===== src/eth_frame_pkg.sv =====
package eth_frame_pkg;

    ////////////////////////////////////////////////////////////
    // line and frame types
    ////////////////////////////////////////////////////////////

    typedef logic [7:0]  byte_t;
    // station address, msb byte goes out first
    typedef logic [47:0] mac_addr_t;
    typedef logic [31:0] fcs_t;
    typedef logic [15:0] len_t;

    ////////////////////////////////////////////////////////////
    // frame layout
    ////////////////////////////////////////////////////////////

    // seven fill bytes plus the delimiter
    localparam int    preamble_len    = 8;
    localparam byte_t preamble_byte   = 8'h55;
    localparam byte_t sfd_byte        = 8'hD5;
    localparam int    mac_addr_len    = 6;
    localparam int    type_len        = 2;
    localparam int    min_payload_len = 46;
    localparam int    fcs_len         = 4;
    localparam int    ifg_len         = 12;

    ////////////////////////////////////////////////////////////
    // crc-32
    ////////////////////////////////////////////////////////////

    localparam fcs_t crc_init = 32'hFFFF_FFFF;
    // 04C11DB7h, bit reversed for lsb-first shifting
    localparam fcs_t crc_poly_refl = 32'hEDB8_8320;

    // one byte of the reflected crc, lsb first
    function automatic fcs_t crc32_byte(input fcs_t crc, input byte_t data);
        fcs_t c;
        c = crc ^ {24'h0, data};
        for (int i = 0; i < 8; i++) begin
            if (c[0]) begin
                c = (c >> 1) ^ crc_poly_refl;
            end else begin
                c = c >> 1;
            end
        end
        return c;
    endfunction

endpackage


===== src/tx_ctrl_pkg.sv =====
package tx_ctrl_pkg;

    ////////////////////////////////////////////////////////////
    // framer FSM
    ////////////////////////////////////////////////////////////

    typedef enum logic [3:0] {
        idle,
        preamble,
        dst_addr,
        src_addr,
        type_len,
        payload,
        pad,
        fcs_wait,
        gap
    } framer_state_t;

    // what the fcs stage does with a byte
    typedef enum logic [1:0] {
        tag_pre,        // preamble and sfd, reloads the crc
        tag_body,       // covered by the crc
        tag_body_last,  // last covered byte, fcs comes next
        tag_abort       // byte sent with tx_er
    } byte_tag_t;

endpackage


===== src/tx_framer.sv =====
module tx_framer
    import eth_frame_pkg::*;
    import tx_ctrl_pkg::*;
#(
    parameter mac_addr_t src_mac_addr = 48'h02DE_ADBE_EF01,
    parameter mac_addr_t dst_mac_addr = 48'hFFFF_FFFF_FFFF
) (
    input  logic      clk,
    input  logic      resetn,

    input  logic      tx_tvalid,
    input  logic      tx_tlast,
    input  byte_t     tx_tdata,
    output logic      tx_tready,

    output logic      fr_valid,
    output byte_t     fr_data,
    output byte_tag_t fr_tag
);

    framer_state_t state;
    framer_state_t next_state;

    // position inside the current field, payload bytes in payload and pad
    len_t cnt;
    len_t next_cnt;

    logic      out_valid;
    byte_t     out_data;
    byte_tag_t out_tag;

    // address byte by index, msb first
    function automatic byte_t addr_byte(input mac_addr_t addr, input len_t idx);
        int shift;
        shift = 8 * (mac_addr_len - 1 - int'(idx));
        return byte_t'(addr >> shift);
    endfunction

    assign tx_tready = (state == tx_ctrl_pkg::type_len) || (state == payload);

    ////////////////////////////////////////////////////////////
    // next state and byte select
    ////////////////////////////////////////////////////////////

    always_comb begin
        next_state = state;
        out_valid  = 1'b0;
        out_data   = '0;
        out_tag    = tag_body;

        unique case (state)
            idle: begin
                if (tx_tvalid) begin
                    next_state = preamble;
                end
            end
            preamble: begin
                out_valid = 1'b1;
                out_tag   = tag_pre;
                out_data  = (cnt == len_t'(preamble_len - 1)) ? sfd_byte : preamble_byte;
                if (cnt == len_t'(preamble_len - 1)) begin
                    next_state = dst_addr;
                end
            end
            dst_addr: begin
                out_valid = 1'b1;
                out_data  = addr_byte(dst_mac_addr, cnt);
                if (cnt == len_t'(mac_addr_len - 1)) begin
                    next_state = src_addr;
                end
            end
            src_addr: begin
                out_valid = 1'b1;
                out_data  = addr_byte(src_mac_addr, cnt);
                if (cnt == len_t'(mac_addr_len - 1)) begin
                    next_state = tx_ctrl_pkg::type_len;
                end
            end
            tx_ctrl_pkg::type_len: begin
                out_valid = 1'b1;
                out_data  = tx_tdata;
                if (cnt == len_t'(eth_frame_pkg::type_len - 1)) begin
                    next_state = payload;
                end
            end
            payload: begin
                out_valid = 1'b1;
                out_data  = tx_tdata;
                if (tx_tlast) begin
                    // short frames continue into the zero pad
                    if (cnt >= len_t'(min_payload_len - 1)) begin
                        out_tag    = tag_body_last;
                        next_state = fcs_wait;
                    end else begin
                        next_state = pad;
                    end
                end
            end
            pad: begin
                out_valid = 1'b1;
                if (cnt == len_t'(min_payload_len - 1)) begin
                    out_tag    = tag_body_last;
                    next_state = fcs_wait;
                end
            end
            fcs_wait: begin
                // line is busy with the fcs bytes
                if (cnt == len_t'(fcs_len - 1)) begin
                    next_state = gap;
                end
            end
            gap: begin
                if (cnt == len_t'(ifg_len - 1)) begin
                    next_state = tx_tvalid ? preamble : idle;
                end
            end
            default: begin
                next_state = idle;
            end
        endcase

        // source dropped valid inside the frame
        if (!tx_tvalid && (state inside {preamble, dst_addr, src_addr,
                                         tx_ctrl_pkg::type_len, payload})) begin
            out_valid  = 1'b1;
            out_data   = '0;
            out_tag    = tag_abort;
            next_state = gap;
        end
    end

    // counter restarts on each field, except payload into pad
    always_comb begin
        if (state != idle && (next_state == state || next_state == pad)) begin
            next_cnt = cnt + len_t'(1);
        end else begin
            next_cnt = '0;
        end
    end

    ////////////////////////////////////////////////////////////
    // registers
    ////////////////////////////////////////////////////////////

    always_ff @(posedge clk) begin
        if (!resetn) begin
            state    <= idle;
            cnt      <= '0;
            fr_valid <= 1'b0;
            fr_tag   <= tag_pre;
        end else begin
            state    <= next_state;
            cnt      <= next_cnt;
            fr_valid <= out_valid;
            fr_tag   <= out_tag;
        end
    end

    always_ff @(posedge clk) begin
        fr_data <= out_data;
    end

    // tready rises only once the last source address byte is done
    assert property (@(posedge clk) disable iff (!resetn)
        $rose(tx_tready) |->
            $past(state == src_addr && cnt == len_t'(mac_addr_len - 1)));

endmodule


===== src/fcs_inserter.sv =====
module fcs_inserter
    import eth_frame_pkg::*;
    import tx_ctrl_pkg::*;
(
    input  logic      clk,
    input  logic      resetn,

    input  logic      fr_valid,
    input  byte_t     fr_data,
    input  byte_tag_t fr_tag,

    output byte_t     txd,
    output logic      tx_en,
    output logic      tx_er
);

    // running crc, becomes the fcs shift register after the last body byte
    fcs_t crc;

    logic       fcs_active;
    logic [1:0] fcs_cnt;

    logic is_body;
    logic is_last;

    assign is_body = fr_valid && (fr_tag == tag_body || fr_tag == tag_body_last);
    assign is_last = fr_valid && (fr_tag == tag_body_last);

    ////////////////////////////////////////////////////////////
    // fcs sequencing and line control
    ////////////////////////////////////////////////////////////

    always_ff @(posedge clk) begin
        if (!resetn) begin
            fcs_active <= 1'b0;
            fcs_cnt    <= '0;
            tx_en      <= 1'b0;
            tx_er      <= 1'b0;
        end else begin
            if (fcs_active) begin
                tx_en   <= 1'b1;
                tx_er   <= 1'b0;
                fcs_cnt <= fcs_cnt + 2'd1;
                if (fcs_cnt == 2'(fcs_len - 1)) begin
                    fcs_active <= 1'b0;
                end
            end else begin
                tx_en <= fr_valid;
                tx_er <= fr_valid && (fr_tag == tag_abort);
                if (is_last) begin
                    fcs_active <= 1'b1;
                    fcs_cnt    <= '0;
                end
            end
        end
    end

    ////////////////////////////////////////////////////////////
    // data path
    ////////////////////////////////////////////////////////////

    always_ff @(posedge clk) begin
        if (fcs_active) begin
            // complemented crc, low byte first
            txd <= ~crc[7:0];
            crc <= crc >> 8;
        end else begin
            txd <= fr_valid ? fr_data : '0;
            if (fr_valid && fr_tag == tag_pre) begin
                crc <= crc_init;
            end else if (is_body) begin
                crc <= crc32_byte(crc, fr_data);
            end
        end
    end

    // an error byte ends the frame, no fcs behind it
    assert property (@(posedge clk) disable iff (!resetn)
        tx_er |-> tx_en ##1 !tx_en);

    // framer stays silent while the fcs goes out
    assert property (@(posedge clk) disable iff (!resetn)
        fcs_active |-> !fr_valid);

endmodule


===== src/eth_tx_mac.sv =====
module eth_tx_mac
    import eth_frame_pkg::*;
    import tx_ctrl_pkg::*;
#(
    parameter mac_addr_t src_mac_addr = 48'h02DE_ADBE_EF01,
    parameter mac_addr_t dst_mac_addr = 48'hFFFF_FFFF_FFFF
) (
    input  logic  clk,
    input  logic  resetn,

    // byte stream in
    input  logic  tx_tvalid,
    input  logic  tx_tlast,
    input  byte_t tx_tdata,
    output logic  tx_tready,

    // gmii-style line out
    output byte_t txd,
    output logic  tx_en,
    output logic  tx_er
);

    ////////////////////////////////////////////////////////////
    // framer to fcs stage
    ////////////////////////////////////////////////////////////

    logic      fr_valid;
    byte_t     fr_data;
    byte_tag_t fr_tag;

    tx_framer #(
        .src_mac_addr (src_mac_addr),
        .dst_mac_addr (dst_mac_addr)
    ) u_tx_framer (
        .clk       (clk),
        .resetn    (resetn),
        .tx_tvalid (tx_tvalid),
        .tx_tlast  (tx_tlast),
        .tx_tdata  (tx_tdata),
        .tx_tready (tx_tready),
        .fr_valid  (fr_valid),
        .fr_data   (fr_data),
        .fr_tag    (fr_tag)
    );

    // one cycle behind the framer
    fcs_inserter u_fcs_inserter (
        .clk      (clk),
        .resetn   (resetn),
        .fr_valid (fr_valid),
        .fr_data  (fr_data),
        .fr_tag   (fr_tag),
        .txd      (txd),
        .tx_en    (tx_en),
        .tx_er    (tx_er)
    );

endmodule


===== config.mk =====
export PLATFORM = sky130hd
export DESIGN_NAME = eth_tx_mac
export DESIGN_NICKNAME = d
export VERILOG_FILES = /design/src/eth_frame_pkg.sv /design/src/tx_ctrl_pkg.sv /design/src/tx_framer.sv /design/src/fcs_inserter.sv /design/src/eth_tx_mac.sv
export SDC_FILE = /design/constraint.sdc
export NUM_CORES = 1
export LEC_CHECK = 0
export ABC_AREA = 1
export BUFFER_PORTS_ARGS = -buffer_cell sky130_fd_sc_hd__buf_2
export CORE_MARGIN = 10
export CORE_UTILIZATION = 30
export DETAILED_ROUTE_END_ITERATION = 12
export SETUP_SLACK_MARGIN = 0.1
export SYNTH_ARGS = -nofsm -noshare
export SYNTH_HDL_FRONTEND = slang
export SYNTH_SLANG_ARGS = --single-unit
export TNS_END_PERCENT = 20

===== constraint.sdc =====
create_clock -name clk -period 5.2 [get_ports clk]
set_input_delay 1.04 -clock clk [delete_from_list [all_inputs] [get_ports clk]]
set_output_delay 1.04 -clock clk [all_outputs]
set_load 0.005 [all_outputs]

; ---- After elaboration in Yosys (flattened, before gate mapping)
; Cells that the tools add are included.
[word_totals]
reg_bits = 76
in_bits = 12
output_inout_bits = 11
wordCells = 132
[op_classes]
n_addsub = 3
magnitude_cmp = 1
eq_ne = 20
n_shift = 2
muxes = 62
bitwise = 11
n_reduce_logical = 21
[op_table]
columns = operator, count
row1 = 32-bit 2-to-1 mux, 31
row2 = 13-bit NOT with 14-bit output, 8
row3 = 48-bit by 32-bit >> shifter with 8-bit output (first input constant), 1
row4 = 42-bit by 32-bit >> shifter with 8-bit output (first input constant), 1
row5 = 4-bit 2-to-1 mux, 10
row6 = 4-bit one-hot mux with 9 select lines, 1
row7 = 16-bit by 3-bit equality test with 1-bit output (second input constant), 2
row8 = 8-bit one-hot mux with 4 select lines, 1
row9 = 32-bit by 8-bit bitwise XOR with 32-bit output, 1
row10 = 24-bit 2-to-1 mux, 1
row11 = 8-bit 2-to-1 mux, 3
row12 = 4-bit by 3-bit equality test with 1-bit output (second input constant), 5
row13 = 3-bit by 16-bit subtractor with 17-bit output (first input constant), 1
row14 = 16-bit by 1-bit adder with 16-bit output (second input constant), 1
row15 = 16-bit by 1-bit equality test with 1-bit output (second input constant), 1
row16 = 16-bit by 2-bit equality test with 1-bit output (second input constant), 1
row17 = 16-bit by 4-bit equality test with 1-bit output (second input constant), 1
row18 = 16-bit by 6-bit equality test with 1-bit output (second input constant), 1
row19 = 16-bit by 6-bit greater-or-equal comparator with 1-bit output (second input constant), 1
row20 = 2-bit 2-to-1 mux, 6
row21 = 4-bit by 2-bit equality test with 1-bit output (second input constant), 2
row22 = 1-bit 2-to-1 mux, 8
row23 = 8-bit NOT, 1
row24 = 2-bit equality test (second input constant), 3
row25 = other kinds (19), 28

; ---- Longest topological paths before layout
[depth]
ltp_word = 41
mapped_depth = 17
depth_no_buf = 16

; ---- Cells and area by module
; Synthesis repeated with hierarchy kept, for this count alone.
[hier_totals]
cells_unflattened = 722
hier_area_um2 = 5067.4
[modules_own_cells]
columns = module, instances, cells_per_inst, area_per_inst_um2, seq_area_each_um2
row1 = fcs_inserter, 1, 415, 2905.3, 1141.1
row2 = tx_framer, 1, 307, 2162.1, 620.6

; ---- Least setup slack after synthesis
; No wires, ideal clock.
[synth_path]
kind = in2reg
start = input tx_tvalid
end = register u_tx_framer.cnt[7]
setup_time_ns = 0.117
arrival_ns = 1.998
required_ns = 5.083
setup_slack_ns = 3.085
stages = 12
path_buffers = 2
cell_sequence = a21oi_4 inv_2 buf_6 nand2_1 nand2_1 nand2_1 nor2_1 nand3_1 nand2_2 nand2_4 buf_6 nor2_2
[synth_via]
elab_chain_cells = 8
word_cells_on_any_way = 12
classes_between = 2 x eq/ne / 5 x mux / 5 x reduce/logical
[synth_lines]
columns = item, line_no
row1 = from (decl), eth_tx_mac.sv:12  ; input logic tx_tvalid,
row2 = 1-bit 2-to-1 mux, tx_framer.sv:114  ; next_state = tx_tvalid ? preamble : idle;
row3 = 4-bit 2-to-1 mux, tx_framer.sv:113  ; if (cnt == len_t'(ifg_len - 1)) begin
row4 = 4-bit one-hot mux with 9 select lines, tx_framer.sv:51  ; unique case (state)
row5 = 4-bit 2-to-1 mux *, tx_framer.sv:123  ; if (!tx_tvalid && (state inside {preamble, dst_addr, src_addr,
row6 = 4-bit equality test / 4-bit by 3-bit equality test with 1-bit output (equally long branches), tx_framer.sv:134  ; if (state != idle && (next_state == state || next_state == pad)) begin
row7 = 1-bit logical OR *, tx_framer.sv:134
row8 = 1-bit logical AND *, tx_framer.sv:134
row9 = 2-bit AND reduction (no source line) *, -
row10 = to (signal assigned), tx_framer.sv:153  ; cnt <= next_cnt;
row11 = to (decl), tx_framer.sv:25  ; len_t cnt;
; Every way passes the cells marked *; elsewhere a longest branch is shown, timed or not.
; A chain may end at the register's enable or synchronous reset.

; ---- Worst setup path after layout
[layout_path]
start = register u_tx_framer.state[3]
end = output tx_tready
[layout_via]
elab_chain_cells = 2
word_cells_on_any_way = 3
classes_between = 2 x eq/ne / 1 x reduce/logical
[layout_lines]
columns = item, line_no
row1 = from (decl), tx_framer.sv:21  ; framer_state_t state;
row2 = from (signal assigned), tx_framer.sv:147  ; state <= idle;
row3 = from (signal assigned), tx_framer.sv:152  ; state <= next_state;
row4 = 4-bit by 3-bit equality test with 1-bit output, tx_framer.sv:39  ; assign tx_tready = (state == tx_ctrl_pkg::type_len) || (state == payload);
row5 = 1-bit logical OR *, tx_framer.sv:39
row6 = to (decl), eth_tx_mac.sv:15  ; output logic tx_tready,
; Marks and branches as above.

==> qor.csv <==
metric,value,unit
CORE AREA,15000,sq um
number of global-route vias before repair,3585,
share of cells above drive strength 1,11.8,%
clk root buf,clkbuf_16,
R2R Setup Slk,2840,ps
worst-margin pin slew,1100,ps
final hold vios,0,
initial antenna violation count,2,
Comb pwr share,25.2,%
endpoint type of the worst setup path,primary output,
setup repair bufs after CTS,0,
Core Rows,45,
Top-Level Pins,23,
first-pass GRT wire length,17.9,mm
Post-synth ARST share,0,%
Worst Path Arrival,1530,ps
Slew Limit Headroom,26.7,%
post-route ant nets,0,
"Max FO, Critical Path",11,
Seq pwr share,40.2,%
synthesized cell area,4560,sq um
"commonest non-fill, non-tap cell in the layout",nand2_1,
Critical Path Start,u_tx_framer.state[3],
Final #Nets,637,
Yosys cell types,40,
clock network power share,34.6,%
Post-Syn Instances,591,
CTS H-Tree Depth,3,
"Seq/Total Area, Yosys",38.6,%
fin. max-slew vios,0,
"Setup violations, final",0,
worst clock skew,8.83,ps
status,"complete, no violations",
die area,20500,sq um
Hold Crit Class,flip-flop to flip-flop,
GP Congestion,0.877,
fmax,390,MHz
Max VDD drop,0.158,mV
CTS tree,yes,
global routing met2 resource utilization,17.2,%
Worst Path Required,4160,ps
top_reg_cell synth,dfxtp_1,
leak pwr,2.27,nW
switching power,0.000559,W
Post-DP HPWL,7.82,mm
vias per cell,4.68,
max-cap viol count,0,
global route overflow,0,
M1 GR Usage,13.9,%
largest net degree at the start of global routing,41,
final wirelength,10.5,mm
PostCTS Resize Cnt,0,
initial DRC count,228,
GRT met3 Usage,2.61,%
period utilisation layout,49.3,%
Chip Width,143,um
Layout Area Growth over Synthesis,13.2,%
via count,3783,
RR Endpoint,u_fcs_inserter.crc[20],
I/O Buffers,22,
register bit total from synthesis,76,
final setup TNS,0,ps
Sink Count,76,
diode count,0,
starting density of the core,30.4,%
Sw Share,30.2,%
worst reg2reg path depth,9,
DR pass1 iterations,5,
CP endpoint,tx_tready,
clock latency on the worst-skew pair,340,ps
Pwr Density,359,nW/um^2
RSZ-0062 raised after global routing,no,
Post-Syn Area per Cell,7.72,sq um
CP Launch Type,flip-flop,
WS Path Type,flip-flop to primary output,
die height,143,um
post-synthesis net count,613,
"leading cell types in the layout, fill and taps excluded","nand2_1, inv_1, nor2_1, dfxtp_1, xor2_1",
Reg2Reg Launch Point,u_fcs_inserter.crc[7],
internal power,0.00129,W
total CTS buffers,9,
drt drc,0,
yosys warns,0,
number of synthesized flops with an enable pin,24,
clk slew on worst S/H paths,50,ps
Final Critical Period,2570,ps
post-DR wirelength/cell,13.0,um
Max clock buf depth,2,
final core occ,34.4,%
grt peak-use layer,met2,
CTS Hold Bufs,0,
total track usage,11.0,%
## Yosys cell counts (all sizes together), types with 10 or more instances
cell      n  area (sq um)
a21oi    24           131
dfxtp    52          1040
edfxtp   24           721
ha       10           125
inv      92           345
nand2   109           442
nand3    33           175
nor2     76           333
nor3     11          55.1
o21ai    24           120
o22ai    19           119
xnor2    20           190
xor2     50           445
## flip-flops by register name, indices dropped and copies added, names as in the netlist
name,cells
u_fcs_inserter.crc,32
u_tx_framer.cnt,16
u_fcs_inserter.txd,8
u_tx_framer.fr_data,8
u_tx_framer.state,4
u_fcs_inserter.fcs_cnt,2
u_tx_framer.fr_tag,2
u_fcs_inserter.fcs_active,1
u_fcs_inserter.tx_en,1
u_fcs_inserter.tx_er,1
u_tx_framer.fr_valid,1
## metal layers
layer  up-vias  part of all wire (%)
li1       1955                     -
met1      1730                    47
met2        75                    46
met3        19                   4.5
met4         4                   2.0
met5         -                  0.22
## power groups by stage
stage	clock (W)	combinational, W	sequential (W)
finish	0.000641	0.000466	0.000746
global route	0.000685	0.000535	0.000753
CTS	0.000663	0.000470	0.000745
detailed placement	0	0.000466	0.000758
global placement	0	0.000456	0.000757
floorplan	0	0.000386	0.000743
## layout make-up
cell class | count | area, sq um
Fill cell | 1576 | 9870
Multi-Input combinational cell | 412 | 2390
Sequential cell | 76 | 1760
Inverter | 92 | 345
Clock buffer | 13 | 262
Tap cell | 188 | 235
Timing Repair Buffer | 24 | 125
Clock inverter | 3 | 43.8
## worst min path at each step
stage	from	to	slack (ps)	depth (start not counted)
after floorplan	u_fcs_inserter.fcs_cnt[1]	u_fcs_inserter.fcs_cnt[1]	440	2
after global placement	u_fcs_inserter.fcs_cnt[1]	u_fcs_inserter.fcs_cnt[1]	460	2
after detailed placement	u_fcs_inserter.fcs_cnt[1]	u_fcs_inserter.fcs_cnt[1]	460	2
after CTS	u_fcs_inserter.fcs_cnt[1]	u_fcs_inserter.fcs_cnt[1]	470	2
after global routing	u_fcs_inserter.fcs_cnt[1]	u_fcs_inserter.fcs_cnt[1]	480	2
final	u_fcs_inserter.fcs_cnt[1]	u_fcs_inserter.fcs_cnt[1]	470	2
## metrics by stage
| stage | total power (W) | hold WS, ps | instances | worst slack, ps | area (sq um) |
|---|---|---|---|---|---|
| 4_1_cts | 0.00188 | 472 | 808 | 2600 | 5170 |
| 2_1_floorplan | 0.00113 | 443 | 591 | 3090 | 4560 |
| 5_1_grt | 0.00197 | 482 | 808 | 2510 | 5170 |
| 3_5_place_dp | 0.00122 | 465 | 792 | 2760 | 4860 |
| 3_3_place_gp | 0.00121 | 459 | 792 | 2790 | 4860 |
| 6_report | 0.00185 | 471 | 808 | 2630 | 5170 |
## logic make-up (layout without fill, tap and decap cells)
kind of cell             Yosys count  after routing  share of synthesized area (%)
AND/OR/NAND/NOR                  247            247                           24.6
XOR/XNOR                          70             70                           13.9
buffers and inverters            103            132                           8.96
adder cells (fa/ha/maj)           10             10                           2.74
flip-flops                        76             76                           38.6
AO/OA/AOI/OAI                     85             85                           11.2
## worst max-delay path, stage by stage (launching register included)
cell	delay [ps]
dfxtp_1	370
inv_2	160
nand2_4	80
nor2_2	370
buf_2	200
No activity file was read; power rests on OpenSTA's default activity.
